`src/source/rv_core_pkg.sv`:
```
`default_nettype none

package rv_core_pkg;

    typedef logic [31:0] word_t;                 // Data word or raw instruction
    typedef logic [4:0]  reg_idx_t;              // Register index x0..x31

    // Major opcodes, instruction bits 6 to 2
    typedef enum logic [4:0] {
        op_imm = 5'b00100,                       // OP-IMM
        op_reg = 5'b01100,                       // OP
        op_lui = 5'b01101                        // LUI
    } opcode_e;

    // ALU operation is funct7[5] followed by funct3
    typedef enum logic [3:0] {
        alu_add    = 4'b0000,
        alu_sll    = 4'b0001,
        alu_slt    = 4'b0010,
        alu_sltu   = 4'b0011,
        alu_xor    = 4'b0100,
        alu_srl    = 4'b0101,
        alu_or     = 4'b0110,
        alu_and    = 4'b0111,
        alu_sub    = 4'b1000,
        alu_sra    = 4'b1101,
        alu_pass_b = 4'b1111                     // Unused code point, LUI result
    } alu_op_e;

    //////////////////////////////////////////////////////////////////////////
    // Field extraction
    //////////////////////////////////////////////////////////////////////////

    function automatic opcode_e get_opcode(word_t instr);
        return opcode_e'(instr[6:2]);            // Unknown codes kept as raw value
    endfunction

    function automatic reg_idx_t get_rd(word_t instr);
        return instr[11:7];
    endfunction

    function automatic reg_idx_t get_rs1(word_t instr);
        return instr[19:15];
    endfunction

    function automatic reg_idx_t get_rs2(word_t instr);
        return instr[24:20];
    endfunction

    function automatic logic [2:0] get_funct3(word_t instr);
        return instr[14:12];
    endfunction

    function automatic word_t imm_i(word_t instr);
        return {{20{instr[31]}}, instr[31:20]};  // Sign extended 12 bit
    endfunction

    function automatic word_t imm_u(word_t instr);
        return {instr[31:12], 12'b0};
    endfunction

endpackage

`default_nettype wire

```
`src/source/pipe_if.sv`:
```
`default_nettype none

// Decode to execute link
interface decoded_op_if import rv_core_pkg::*; ();
    logic     valid;
    logic     stall;                             // Back from the receiver
    alu_op_e  alu_op;
    reg_idx_t rd;
    reg_idx_t rs1;                               // Zero when the operand is not a register
    reg_idx_t rs2;
    word_t    a;
    word_t    b;                                 // Register value or immediate
    logic     writes_rd;
    logic     illegal;

    modport source (output valid, alu_op, rd, rs1, rs2, a, b, writes_rd, illegal,
                    input stall);
    modport sink   (input valid, alu_op, rd, rs1, rs2, a, b, writes_rd, illegal,
                    output stall);
endinterface

// Execute to retire link
interface retire_if import rv_core_pkg::*; ();
    logic     valid;
    logic     stall;
    reg_idx_t rd;
    word_t    value;
    logic     illegal;

    modport source (output valid, rd, value, illegal, input stall);
    modport sink   (input valid, rd, value, illegal, output stall);
endinterface

`default_nettype wire

```
`src/source/alu_core_top.sv`:
```
`default_nettype none

module alu_core_top import rv_core_pkg::*; #(
    parameter int QUEUE_DEPTH    = 4,
    parameter int RETIRE_CREDITS = 2
) (
    input  wire logic  clk,
    input  wire logic  reset,
    input  wire logic  in_valid,
    input  wire word_t in_instr,
    output logic       in_credit,
    output logic       out_valid,
    output reg_idx_t   out_rd,
    output word_t      out_value,
    output logic       out_illegal,
    input  wire logic  out_credit
);

    logic     dec_valid;                         // Queue head to decode
    word_t    dec_instr;
    logic     dec_stall;
    logic     wb_en;                             // ALU writeback into reg file
    reg_idx_t wb_rd;
    word_t    wb_value;

    decoded_op_if dec_op ();
    retire_if     ret ();

    instr_queue #(.QUEUE_DEPTH(QUEUE_DEPTH)) u_instr_queue (
        .clk(clk), .reset(reset),
        .in_valid(in_valid), .in_instr(in_instr), .in_credit(in_credit),
        .dec_valid(dec_valid), .dec_instr(dec_instr), .dec_stall(dec_stall)
    );

    id_stage u_id_stage (
        .clk(clk), .reset(reset),
        .dec_valid(dec_valid), .dec_instr(dec_instr), .dec_stall(dec_stall),
        .wb_en(wb_en), .wb_rd(wb_rd), .wb_value(wb_value),
        .out_op(dec_op)
    );

    alu_stage u_alu_stage (
        .clk(clk), .reset(reset), .in_op(dec_op),
        .wb_en(wb_en), .wb_rd(wb_rd), .wb_value(wb_value),
        .out_ret(ret)
    );

    retire_port #(.RETIRE_CREDITS(RETIRE_CREDITS)) u_retire_port (
        .clk(clk), .reset(reset), .in_ret(ret),
        .out_valid(out_valid), .out_rd(out_rd), .out_value(out_value),
        .out_illegal(out_illegal), .out_credit(out_credit)
    );

endmodule

`default_nettype wire

```
`src/source/alu_stage.sv`:
```
`default_nettype none

module alu_stage import rv_core_pkg::*; (
    input  wire logic clk,
    input  wire logic reset,
    decoded_op_if.sink in_op,
    output logic      wb_en,
    output reg_idx_t  wb_rd,
    output word_t     wb_value,
    retire_if.source  out_ret
);

    logic  accept;
    logic  last_wr;                              // Retire record wrote a register
    logic  fwd_a;
    logic  fwd_b;
    word_t op_a;
    word_t op_b;
    word_t result;

    assign in_op.stall = out_ret.valid && out_ret.stall;
    assign accept      = in_op.valid && !in_op.stall;

    // Forward from the previous result by register number
    assign fwd_a = last_wr && (in_op.rs1 == out_ret.rd);
    assign fwd_b = last_wr && (in_op.rs2 == out_ret.rd);
    assign op_a  = fwd_a ? out_ret.value : in_op.a;
    assign op_b  = fwd_b ? out_ret.value : in_op.b;

    always_comb begin
        case (in_op.alu_op)
            alu_add:    result = op_a + op_b;
            alu_sub:    result = op_a - op_b;
            alu_sll:    result = op_a << op_b[4:0];
            alu_slt:    result = {31'b0, $signed(op_a) < $signed(op_b)};
            alu_sltu:   result = {31'b0, op_a < op_b};
            alu_xor:    result = op_a ^ op_b;
            alu_srl:    result = op_a >> op_b[4:0];
            alu_sra:    result = word_t'($signed(op_a) >>> op_b[4:0]);
            alu_or:     result = op_a | op_b;
            alu_and:    result = op_a & op_b;
            alu_pass_b: result = op_b;           // LUI
            default:    result = '0;
        endcase
        if (in_op.illegal) result = '0;          // Illegal retires as zero
    end

    // Writeback on the edge the record registers
    assign wb_en    = accept && in_op.writes_rd;
    assign wb_rd    = in_op.rd;
    assign wb_value = result;

    always_ff @(posedge clk) begin
        if (reset) begin
            out_ret.valid <= 1'b0;
            last_wr       <= 1'b0;
        end else if (!in_op.stall) begin
            out_ret.valid <= in_op.valid;
            if (in_op.valid) last_wr <= in_op.writes_rd;
        end
    end

    // Payload holds the last accepted item, also the forward source
    always_ff @(posedge clk) begin
        if (accept) begin
            out_ret.rd      <= in_op.rd;
            out_ret.value   <= result;
            out_ret.illegal <= in_op.illegal;
        end
    end

endmodule

`default_nettype wire

```
`src/source/id_stage.sv`:
```
`default_nettype none

module id_stage import rv_core_pkg::*; (
    input  wire logic     clk,
    input  wire logic     reset,
    input  wire logic     dec_valid,
    input  wire word_t    dec_instr,
    output logic          dec_stall,
    input  wire logic     wb_en,
    input  wire reg_idx_t wb_rd,
    input  wire word_t    wb_value,
    decoded_op_if.source  out_op
);

    opcode_e    opcode;
    logic [2:0] funct3;
    logic       f7_5;                            // funct7[5], sub and arithmetic shift
    alu_op_e    d_alu_op;
    reg_idx_t   d_rd;
    reg_idx_t   d_rs1;
    reg_idx_t   d_rs2;
    word_t      d_b;
    logic       d_illegal;
    word_t      rs1_data;
    word_t      rs2_data;
    logic       load;

    reg_file u_reg_file (
        .clk      (clk),
        .reset    (reset),
        .rs1      (d_rs1),
        .rs2      (d_rs2),
        .rs1_data (rs1_data),
        .rs2_data (rs2_data),
        .w_en     (wb_en),
        .w_sel    (wb_rd),
        .w_data   (wb_value)
    );

    //////////////////////////////////////////////////////////////////////////
    // Decode
    //////////////////////////////////////////////////////////////////////////

    always_comb begin
        opcode    = get_opcode(dec_instr);
        funct3    = get_funct3(dec_instr);
        f7_5      = dec_instr[30];
        d_rd      = get_rd(dec_instr);
        d_rs1     = '0;                          // Unused operands read x0
        d_rs2     = '0;
        d_alu_op  = alu_add;
        d_b       = '0;
        d_illegal = 1'b0;

        case (opcode)
            op_reg: begin
                d_rs1 = get_rs1(dec_instr);
                d_rs2 = get_rs2(dec_instr);
                d_b   = rs2_data;
                // funct7[5] only counts for add/sub and srl/sra
                if (funct3 == 3'b000 || funct3 == 3'b101) begin
                    d_alu_op = alu_op_e'({f7_5, funct3});
                end else begin
                    d_alu_op = alu_op_e'({1'b0, funct3});
                end
            end
            op_imm: begin
                d_rs1 = get_rs1(dec_instr);
                if (funct3 == 3'b001 || funct3 == 3'b101) begin
                    d_b      = {27'b0, dec_instr[24:20]};      // Shift amount only
                    d_alu_op = alu_op_e'({f7_5 && funct3[2], funct3});
                end else begin
                    d_b      = imm_i(dec_instr);
                    d_alu_op = alu_op_e'({1'b0, funct3});      // No subi
                end
            end
            op_lui: begin
                d_b      = imm_u(dec_instr);
                d_alu_op = alu_pass_b;
            end
            default: begin
                d_illegal = 1'b1;                // Retires flagged, no write
            end
        endcase
    end

    //////////////////////////////////////////////////////////////////////////
    // Register toward the ALU
    //////////////////////////////////////////////////////////////////////////

    assign dec_stall = out_op.valid && out_op.stall;    // Hold while ALU is full
    assign load      = dec_valid && !dec_stall;

    always_ff @(posedge clk) begin
        if (reset) begin
            out_op.valid <= 1'b0;
        end else if (!dec_stall) begin
            out_op.valid <= dec_valid;
        end
    end

    always_ff @(posedge clk) begin
        if (load) begin
            out_op.alu_op    <= d_alu_op;
            out_op.rd        <= d_rd;
            out_op.rs1       <= d_rs1;
            out_op.rs2       <= d_rs2;
            out_op.a         <= rs1_data;
            out_op.b         <= d_b;
            out_op.writes_rd <= !d_illegal && (d_rd != '0);
            out_op.illegal   <= d_illegal;
        end
    end

endmodule

`default_nettype wire

```
`src/source/instr_queue.sv`:
```
`default_nettype none

module instr_queue import rv_core_pkg::*; #(
    parameter int QUEUE_DEPTH = 4
) (
    input  wire logic  clk,
    input  wire logic  reset,
    input  wire logic  in_valid,
    input  wire word_t in_instr,
    output logic       in_credit,
    output logic       dec_valid,
    output word_t      dec_instr,
    input  wire logic  dec_stall
);

    localparam int PTR_W = (QUEUE_DEPTH > 1) ? $clog2(QUEUE_DEPTH) : 1;
    localparam int CNT_W = $clog2(QUEUE_DEPTH + 1);

    word_t            mem [QUEUE_DEPTH];         // Instruction storage
    logic [PTR_W-1:0] wr_ptr;
    logic [PTR_W-1:0] rd_ptr;
    logic [CNT_W-1:0] count;                     // Occupancy
    logic             push;
    logic             pop;

    assign push      = in_valid;                 // Producer only sends against a credit
    assign dec_valid = (count != '0);
    assign dec_instr = mem[rd_ptr];              // Head of queue
    assign pop       = dec_valid && !dec_stall;

    // Next pointer with wrap for any depth
    function automatic logic [PTR_W-1:0] ptr_next(logic [PTR_W-1:0] ptr);
        if (ptr == PTR_W'(QUEUE_DEPTH - 1)) begin
            return '0;
        end
        return ptr + 1'b1;
    endfunction

    always_ff @(posedge clk) begin
        if (reset) begin
            wr_ptr    <= '0;
            rd_ptr    <= '0;
            count     <= '0;
            in_credit <= 1'b0;
        end else begin
            in_credit <= pop;                    // One credit back per pop
            if (push) wr_ptr <= ptr_next(wr_ptr);
            if (pop)  rd_ptr <= ptr_next(rd_ptr);
            case ({push, pop})
                2'b10:   count <= count + 1'b1;
                2'b01:   count <= count - 1'b1;
                default: count <= count;         // Both or neither
            endcase
        end
    end

    always_ff @(posedge clk) begin
        if (push) mem[wr_ptr] <= in_instr;
    end

    // Producer sent without holding a credit
    a_no_overrun: assert property (@(posedge clk) disable iff (reset)
        in_valid |-> (count != CNT_W'(QUEUE_DEPTH)));

endmodule

`default_nettype wire

```
`src/source/reg_file.sv`:
```
`default_nettype none

module reg_file import rv_core_pkg::*; (
    input  wire logic     clk,
    input  wire logic     reset,
    input  wire reg_idx_t rs1,
    input  wire reg_idx_t rs2,
    output word_t         rs1_data,
    output word_t         rs2_data,
    input  wire logic     w_en,
    input  wire reg_idx_t w_sel,
    input  wire word_t    w_data
);

    word_t regs [1:31];                          // x0 has no storage

    // Read with write-through, x0 is always zero
    function automatic word_t read_port(reg_idx_t sel);
        if (sel == '0) begin
            return '0;
        end
        if (w_en && (w_sel == sel)) begin
            return w_data;                       // Same cycle write wins
        end
        return regs[sel];
    endfunction

    assign rs1_data = read_port(rs1);
    assign rs2_data = read_port(rs2);

    always_ff @(posedge clk) begin
        if (reset) begin
            for (int i = 1; i < 32; i++) begin
                regs[i] <= '0;
            end
        end else if (w_en && (w_sel != '0)) begin
            regs[w_sel] <= w_data;
        end
    end

    // Decode must have dropped rd = x0 before writeback
    a_no_x0_write: assert property (@(posedge clk) disable iff (reset)
        !(w_en && (w_sel == '0)));

endmodule

`default_nettype wire

```
`src/source/retire_port.sv`:
```
`default_nettype none

module retire_port import rv_core_pkg::*; #(
    parameter int RETIRE_CREDITS = 2
) (
    input  wire logic clk,
    input  wire logic reset,
    retire_if.sink    in_ret,
    output logic      out_valid,
    output reg_idx_t  out_rd,
    output word_t     out_value,
    output logic      out_illegal,
    input  wire logic out_credit
);

    localparam int CRED_W = $clog2(RETIRE_CREDITS + 1) + 1;   // Spare bit shows overflow

    logic [CRED_W-1:0] credits;
    logic              have_credit;
    logic              pend_valid;               // One-entry holding record
    reg_idx_t          pend_rd;
    word_t             pend_value;
    logic              pend_illegal;
    logic              send_pend;
    logic              send_in;
    logic              accept;
    logic              spend;

    assign have_credit  = (credits != '0);
    assign send_pend    = pend_valid && have_credit;
    assign in_ret.stall = pend_valid && !send_pend;           // Record held
    assign accept       = in_ret.valid && !in_ret.stall;
    assign send_in      = accept && !pend_valid && have_credit;   // Fast path
    assign spend        = send_pend || send_in;

    //////////////////////////////////////////////////////////////////////////
    // Credits and control
    //////////////////////////////////////////////////////////////////////////

    always_ff @(posedge clk) begin
        if (reset) begin
            credits    <= CRED_W'(RETIRE_CREDITS);
            pend_valid <= 1'b0;
            out_valid  <= 1'b0;
        end else begin
            credits   <= credits - CRED_W'(spend) + CRED_W'(out_credit);
            out_valid <= spend;                  // One pulse per retirement
            if (accept && !send_in) begin
                pend_valid <= 1'b1;              // No credit, or pending leaving
            end else if (send_pend) begin
                pend_valid <= 1'b0;
            end
        end
    end

    always_ff @(posedge clk) begin
        if (accept && !send_in) begin
            pend_rd      <= in_ret.rd;
            pend_value   <= in_ret.value;
            pend_illegal <= in_ret.illegal;
        end
        if (send_pend) begin
            out_rd      <= pend_rd;
            out_value   <= pend_value;
            out_illegal <= pend_illegal;
        end else if (send_in) begin
            out_rd      <= in_ret.rd;
            out_value   <= in_ret.value;
            out_illegal <= in_ret.illegal;
        end
    end

    // Consumer returned more credits than it was given
    a_credit_max: assert property (@(posedge clk) disable iff (reset)
        credits <= CRED_W'(RETIRE_CREDITS));

endmodule

`default_nettype wire

```
`config.mk`:
```
export PLATFORM = sky130hd
export DESIGN_NAME = alu_core_top
export DESIGN_NICKNAME = d
export VERILOG_FILES = /design/src/source/rv_core_pkg.sv /design/src/source/pipe_if.sv /design/src/source/alu_core_top.sv /design/src/source/alu_stage.sv /design/src/source/id_stage.sv /design/src/source/instr_queue.sv /design/src/source/reg_file.sv /design/src/source/retire_port.sv
export SDC_FILE = /design/constraint.sdc
export NUM_CORES = 2
export LEC_CHECK = 0
export BUFFER_PORTS_ARGS = -buffer_cell sky130_fd_sc_hd__buf_2
export CELL_PAD_IN_SITES_DETAIL_PLACEMENT = 1
export CELL_PAD_IN_SITES_GLOBAL_PLACEMENT = 2
export CORE_ASPECT_RATIO = 1.25
export CORE_UTILIZATION = 42
export CTS_BUF_LIST = sky130_fd_sc_hd__clkbuf_16
export DETAILED_ROUTE_END_ITERATION = 10
export PLACE_DENSITY = 0.88
export SETUP_SLACK_MARGIN = 0.15
export SLEW_MARGIN = 30
export SYNTH_ARGS = -nofsm -noshare
export SYNTH_HDL_FRONTEND = slang
export SYNTH_SLANG_ARGS = --single-unit
```
`constraint.sdc`:
```
create_clock -name clk -period 9.2 [get_ports clk]
set_input_delay 1.84 -clock clk [delete_from_list [all_inputs] [get_ports clk]]
set_output_delay 1.84 -clock clk [all_outputs]
set_load 0.05 [all_outputs]
```
## Word level (Yosys, flattened, before mapping)

Memories as Yosys holds them, arrays and structs flattened. A register that Yosys moved wholly into a read port is not among the register bits.
Cells that the tools add are included.
W data, S select, Z words.

- Muxes and demuxes: 57
- $lt $le $gt $ge: 2
- Add/subtract/negate cells: 8
- Shift-type cells: 3
- Bitwise gates (word level): 4
- Equality and inequality tests: 23
- Reductions and logical operators: 42

Operators by type and width:

| kind | count |
|---|---|
| $mux W32 | 15 |
| $pmux W32 S11 | 1 |
| $pmux W32 S3 | 1 |
| $lt A32 B32 Y1 | 2 |
| $add A32 B32 Y32 | 1 |
| $and A32 B32 Y32 | 1 |
| $or A32 B32 Y32 | 1 |
| $reduce_or A32 Y1 | 1 |
| $shl A32 B5 Y32 | 1 |
| $shr A32 B5 Y32 | 1 |
| $sshr A32 B5 Y32 | 1 |
| $sub A32 B32 Y32 | 1 |
| $xor A32 B32 Y32 | 1 |
| $mux W1 | 25 |
| $mux W5 | 5 |
| $eq A5 B5 Y1 | 4 |
| $logic_and A1 B1 Y1 | 18 |
| $eq A4 B3 Y1 const B | 4 |
| $eq A4 B4 Y1 const B | 3 |
| $mux W2 | 6 |
| $pmux W4 S3 | 1 |
| $eq A5 B4 Y1 const B | 2 |
| $logic_not A5 Y1 | 2 |
| $reduce_bool A5 Y1 | 2 |
| 24 further kinds | 39 |

- Bits in writable memories: 1120
- Output and inout port bits: 40
- Memories kept: 2
- Logic and storage cells: 168
- Register bits after elaboration: 215
- Input bits: 36

Memories:

| memory | depth | bits a word | rd ports | clocked after memory_dff | write ports | line | text |
|---|---|---|---|---|---|---|---|
| u_id_stage.u_reg_file.regs | 31 | 32 | 2 | 0 | 31 | reg_file.sv:15 | `word_t regs [1:31];` |
| u_instr_queue.mem | 4 | 32 | 1 | 1 | 1 | instr_queue.sv:19 | `word_t mem [QUEUE_DEPTH];` |

## Depth between registers and ports, before layout

- Depth in word-level cells: 14
- Mapped depth: 24
- Mapped depth without buffers: 17

## By module

From an unflattened synthesis, not the netlist that was laid out.

- Cells, all modules: 6380
- Area total of the unflattened synthesis: 79675.2 um^2

By module, submodules not included:

| module | cells an instance | instances | sequential area each (um^2) | area each (um^2) |
|---|---|---|---|---|
| reg_file | 3879 | 1 | 30749.5 | 55136.6 |
| alu_stage | 1909 | 1 | 1181.1 | 12929.9 |
| instr_queue | 219 | 1 | 4043.9 | 5137.4 |
| id_stage | 227 | 1 | 2572.5 | 3400.8 |
| retire_port | 146 | 1 | 2382.3 | 3070.4 |

## Worst setup path before layout

Ideal clock, no wire load.

- Path kind: register -> register
- Start: reg u_retire_port.credits[1]
- End: reg u_instr_queue.count[2]
- Buffers on the path: 0
- Setup slack: 2.361 ns
- Arrival time: 6.768 ns
- Library setup time: 0.071 ns
- Cell stages (with the launch flop): 10
- Required time: 9.129 ns
- Period minus slack after synthesis: 6.839 ns
- Cell sequence: dfxtp_1 -> nor3_1 -> and3_1 -> a21oi_1 -> ha_1 -> inv_1 -> fa_1 -> xor2_1 -> or3_1 -> a21oi_1

- Longest elaborated chain between the ends: 10

RTL lines:

| item | line | text |
|---|---|---|
| start, declared | retire_port.sv:18 | `logic [CRED_W-1:0] credits;` |
| start signal, assigned | retire_port.sv:42 | `credits <= CRED_W'(RETIRE_CREDITS);` |
| start signal, assigned | retire_port.sv:46 | `credits <= credits - CRED_W'(spend) + CRED_W'(out_credit);` |
| $reduce_bool A3 Y1 (*) | retire_port.sv:29 | `assign have_credit = (credits != '0);` |
| $logic_and A1 B1 Y1 (*) | retire_port.sv:30 | `assign send_pend = pend_valid && have_credit;` |
| $logic_not A1 Y1 (*) | retire_port.sv:31 | `assign in_ret.stall = pend_valid && !send_pend;` |
| $logic_and A1 B1 Y1 (*) | retire_port.sv:31 |  |
| $logic_and A1 B1 Y1 (*) | alu_stage.sv:21 | `assign in_op.stall = out_ret.valid && out_ret.stall;` |
| $logic_and A1 B1 Y1 (*) | id_stage.sv:91 | `assign dec_stall = out_op.valid && out_op.stall;` |
| $logic_not A1 Y1 (*) | n/a |  |
| $logic_and A1 B1 Y1 (*) | n/a |  |
| via u_id_stage.load | id_stage.sv:26 | `logic load;` |
| $eq A2 B1 Y1 / $eq A2 B2 Y1 (equally long branches) | instr_queue.sv:49 | `case ({push, pop})` |
| $pmux W3 S2 / $reduce_bool A2 Y1 (equally long branches) | n/a |  |
| end signal, assigned | instr_queue.sv:50 | `2'b10: count <= count + 1'b1;` |
| end signal, assigned | instr_queue.sv:51 | `2'b01: count <= count - 1'b1;` |
| end signal, assigned | instr_queue.sv:52 | `default: count <= count;` |
| end, declared | instr_queue.sv:22 | `logic [CNT_W-1:0] count;` |

The timed path passes the listed nets; every way through them passes the cells marked *.
A chain may end at the register's enable or synchronous reset.

## Worst setup path after layout

- Start: reg u_alu_stage.out_ret.rd[0]
- End: reg u_id_stage.out_op.b[0] (data pin)

- Longest elaborated chain between the ends: 10

RTL lines:

| item | line | text |
|---|---|---|
| start, declared | pipe_if.sv:30 | `modport source (output valid, rd, value, illegal, input stall);` |
| $eq A5 B5 Y1, on equally long branches | alu_stage.sv:25, alu_stage.sv:26 |  |
| $logic_and A1 B1 Y1, on equally long branches | alu_stage.sv:25, alu_stage.sv:26 |  |
| $mux W32, on equally long branches | alu_stage.sv:27, alu_stage.sv:28 |  |
| $sub A32 B32 Y32, or another cell as far along | alu_stage.sv:33 | `alu_sub: result = op_a - op_b;` |
| $pmux W32 S11 (*) | alu_stage.sv:31 | `case (in_op.alu_op)` |
| $mux W32 (*) | alu_stage.sv:45 | `if (in_op.illegal) result = '0;` |
| $mux W32 (*) | reg_file.sv:22 | `if (w_en && (w_sel == sel)) begin` |
| $mux W32 (*) | reg_file.sv:25 | `return regs[sel];` |
| $mux W32 (*) | reg_file.sv:22 |  |
| $pmux W32 S3 (*) | id_stage.sv:55 | `case (opcode)` |
| via u_id_stage.d_b[0] | id_stage.sv:22 | `word_t d_b;` |
| end signal, assigned | id_stage.sv:109 | `out_op.b <= d_b;` |
| end, declared | pipe_if.sv:16 | `modport source (output valid, alu_op, rd, rs1, rs2, a, b, writes_rd, illegal,` |

Marked as above.

==> results.yml <==
logic_synthesis:
  synth-adder-area-share_pct: 1.88
  ys_types: 109
  synth_area_mm2: 0.0786
  synth_top_family_by_area: "simple AND/OR/NAND/NOR gates"
  ys_warn_count: 0
  synth_edf_count: 1343
  synthSimpleGateAreaFrac_pct: 19.5
  async_flop_share_pct: 0
  ys_seq_elements: 1361
  avgSynthCellArea_um2: 9.59
  synthCells: 8193
  ys_seq_area_share_pct: 51.8
  synth_top_area_share_pct: 51.3
  synth_compound_area_share_pct: 16.3
  ys.flop_type: "edfxtp_1"
  synthMuxAreaShare_pct: 5.36
  synth_largest_area_cell: "edfxtp_1"
  synth_xor_area_share_pct: 0.557
  netlist_top_cells_area: "edfxtp_1, nand2_1, nor2_1, nand3_1, a21oi_1"
pwr:
  p_per_area_mw_per_mm2: 380
  p_comb_share_pct: 57.4
  power_frac_seq_pct: 24.8
  clkPwrFrac_pct: 17.8
  p_switching_uw: 18000
  sw_frac_of_total_pct: 54.0
  ir_worst_vdd_mv: 0.230
  p_leak_uw: 0.0306
  p_int_uw: 15300
placement:
  hpwlAfterDp_um: 284000
  place_area_mm2: 0.0827
  gp_congestion: 1.11
  portBuffers: 73
setup_path:
  path_class: "reg2reg"
  endpoint_kind: "flip-flop"
  critPathMaxStageDelay_ns: 0.92
  critical_path.startpoint_type: "flip-flop"
  slowest_stage: "mux2i_1"
  required_ns: 9.74
  cp.arrival_ns: 8.45
  worstPathMaxFanout: 34
  worstPathCellList: "xnor2_1 -> nand4_1 -> nor2_4 -> mux2i_1 -> inv_1 -> ha_1 -> nor2_1 -> o2111ai_1 -> a31oi_1 -> o21ai_1 -> a211oi_1 -> o21ai_0 -> a2111oi_1 -> o22ai_2 -> buf_6 -> a31oi_4 -> buf_4 -> o221ai_1"
clocking:
  cts_num_sinks: 1361
  root_buffer: "clkbuf_16"
  cts_made_buffers: 144
  clock_path_buffers: 3
  hold_buffers: 0
  insertion_delay_ns: 0.87
  cts-resized-gates: 0
  cts.htree.levels: 4
  cts_tree: "yes"
  post_cts_buffers: 0
  clkTransAtPathRegs_ns: 0.06
timing:
  max_slew.worst_pin.slew_ns: 1.16
  slew_violations: 0
  final.setup.tns_ns: 0
  period_minus_slack_ns: 7.91
  fin_skew_ns: 0.0698
  hold_violations: 0
  setup_viol: 0
  fmax_mhz: 126
  slew_headroom_pct: 22.2
  rsz0062_at_grt: "false"
  fin_crit_sh_pct: 86.0
drt:
  dr.pass1.iters: 7
  drt_iter0_drc: 10700
  via_per_inst: 7.14
  vias: 75800
  wl_per_cell_um: 39.5
  wl_um: 420000
  ant_nets: 0
  drc: 0
global_routing:
  grt_start_max_net_pins: 121
  first_global_vias: 74800
  grtUsageTotal_pct: 43.3
  grt_overflow_total: 0
  antenna_found_initial: 24
  grt_pass1_wl_um: 578000
cells_and_area:
  fillers: 20600
  fin_util_pct: 47.0
  syn2layout_area_growth_pct: 11.3
  drive_above_1_share_pct: 11.7
  fin_area_mm2: 0.0875
  nets: 8235
floorplanning:
  fp-row-count: 177
  die_h_um: 486
  coreArea_mm2: 0.186
  die_w_um: 389
  fp.dieArea_mm2: 0.189
  start_util_pct: 42.2
  ioPinCount: 76
worst_hold_path:
  hp-class: "reg2reg"
run_status:
  status: "complete, no violations"
flow_run:
  drv_cap: 0
[logic make-up (layout without fill, tap and decap cells)]
logic type	count (synthesis)	count (layout)
xor gates and xnor gates	50	50
other	1	47
and+or+nand+nor	3596	3596
DFF	1361	1361
AOI/OAI and AO/OA	1864	1864
muxes	340	340
adders and majority gates	116	116
buffers and inverters	865	832
[state kept, by name, indices dropped and copies added (netlist names), 2 cells and up, named ones only]
register,flops
u_id_stage.u_reg_file.regs,1024
u_instr_queue.mem,120
u_alu_stage.out_ret.value,32
u_id_stage.out_op.a,32
u_id_stage.out_op.b,32
u_retire_port.out_value,32
u_retire_port.pend_value,32
u_alu_stage.out_ret.rd,5
u_id_stage.out_op.rd,5
u_id_stage.out_op.rs1,5
u_id_stage.out_op.rs2,5
u_retire_port.out_rd,5
u_retire_port.pend_rd,5
u_id_stage.out_op.alu_op,4
u_instr_queue.count,3
u_retire_port.credits,3
u_instr_queue.rd_ptr,2
u_instr_queue.wr_ptr,2
[cell usage after synthesis, types with 23 or more instances]
cell type / instances
o22ai_1: 61
o21ai_0: 280
o31ai_1: 23
and3_1: 89
nor2b_1: 29
inv_1: 127
a221oi_1: 105
a222oi_1: 26
clkbuf_1: 427
buf_1: 57
mux4_2: 58
a22oi_1: 71
o211ai_1: 113
nor4_1: 28
mux2_2: 61
a311oi_1: 83
a22o_1: 24
nand2_1: 1342
o221ai_1: 87
xnor2_1: 42
ha_1: 112
mux2i_1: 213
a32oi_1: 23
nor2_1: 1231
nor3_1: 213
a21o_1: 47
a2111oi_0: 28
a211oi_1: 113
nand4_1: 43
a21oi_1: 462
buf_2: 210
nand2b_1: 54
nand3_1: 473
buf_4: 26
a31oi_1: 100
edfxtp_1: 1343
[metrics by stage]
step	setup WS, ns	power [uW]	std cells	hold WS [ns]
5_1_grt	1.11	33500	10600	0.505
2_1_floorplan	2.36	17800	8224	0.420
6_report	1.29	33200	10600	0.490
4_1_cts	1.25	32000	10600	0.484
3_3_place_gp	1.56	25800	10300	0.447
3_5_place_dp	1.42	26100	10300	0.467
[path summary, 6_finish.rpt]
check / startpoint / to / slack (ns) / depth (start not counted)
min reg2reg: u_alu_stage.out_ret.illegal / u_retire_port.pend_illegal / 0.49 / 0
min: u_alu_stage.out_ret.illegal / u_retire_port.pend_illegal / 0.49 / 0
max: u_alu_stage.out_ret.rd[0] / u_id_stage.out_op.b[0] / 1.29 / 18
max reg2reg: u_alu_stage.out_ret.rd[0] / u_id_stage.out_op.b[0] / 1.29 / 18
[power by group through the flow]
stage / Sequential (uW) / Clock [uW] / Combinational [uW]
CTS: 8190 / 5890 / 17900
global route: 8240 / 6090 / 19200
finish: 8240 / 5900 / 19100
detailed placement: 8310 / 0 / 17800
floorplan: 8090 / 0 / 9710
global placement: 8280 / 0 / 17500
[cells in the final DEF, fill, tap and decap left out, drive strengths merged, types with 108 or more instances in the layout]
cell type  instances
a211oi           119
a21oi            465
a221oi           108
buf              434
clkbuf           146
edfxtp          1343
ha               112
inv              170
mux2i            213
nand2           1344
nand3            473
nor2            1233
nor3             214
o211ai           114
o21ai            298
[worst max-delay path: cells and delay by family, from the launching register on]
| family | cells | cell delay, ns |
|---|---|---|
| AOI/OAI and AO/OA | 9 | 2.98 |
| and+or+nand+nor | 3 | 1.53 |
| muxes | 1 | 0.92 |
| buffers and inverters | 3 | 0.77 |
| DFF | 1 | 0.50 |
| adders and majority gates | 1 | 0.45 |
| xor gates and xnor gates | 1 | 0.35 |
[per-layer routing]
metal  share of wire [%]  vias up  track usage [%]
met1                  33    37800             48.2
li1                    -    30000                -
met5               0.027        -                0
met2                  45     6069             68.7
met4                  10       16             37.9
met3                  12     1895             11.5
[layout make-up]
cell class	count	area [um2]	area share [%]
Inverter	142	563	0.643
Clock inverter	110	1080	1.23
Tap cell	2416	3020	3.45
Timing Repair Buffer	436	3280	3.74
Sequential cell	1361	40700	46.5
Multi-Input combinational cell	5998	35200	40.3
Clock buffer	144	3600	4.12
Antenna cell	15	37.5	0.0429
Power figures use the tool's default switching activity.
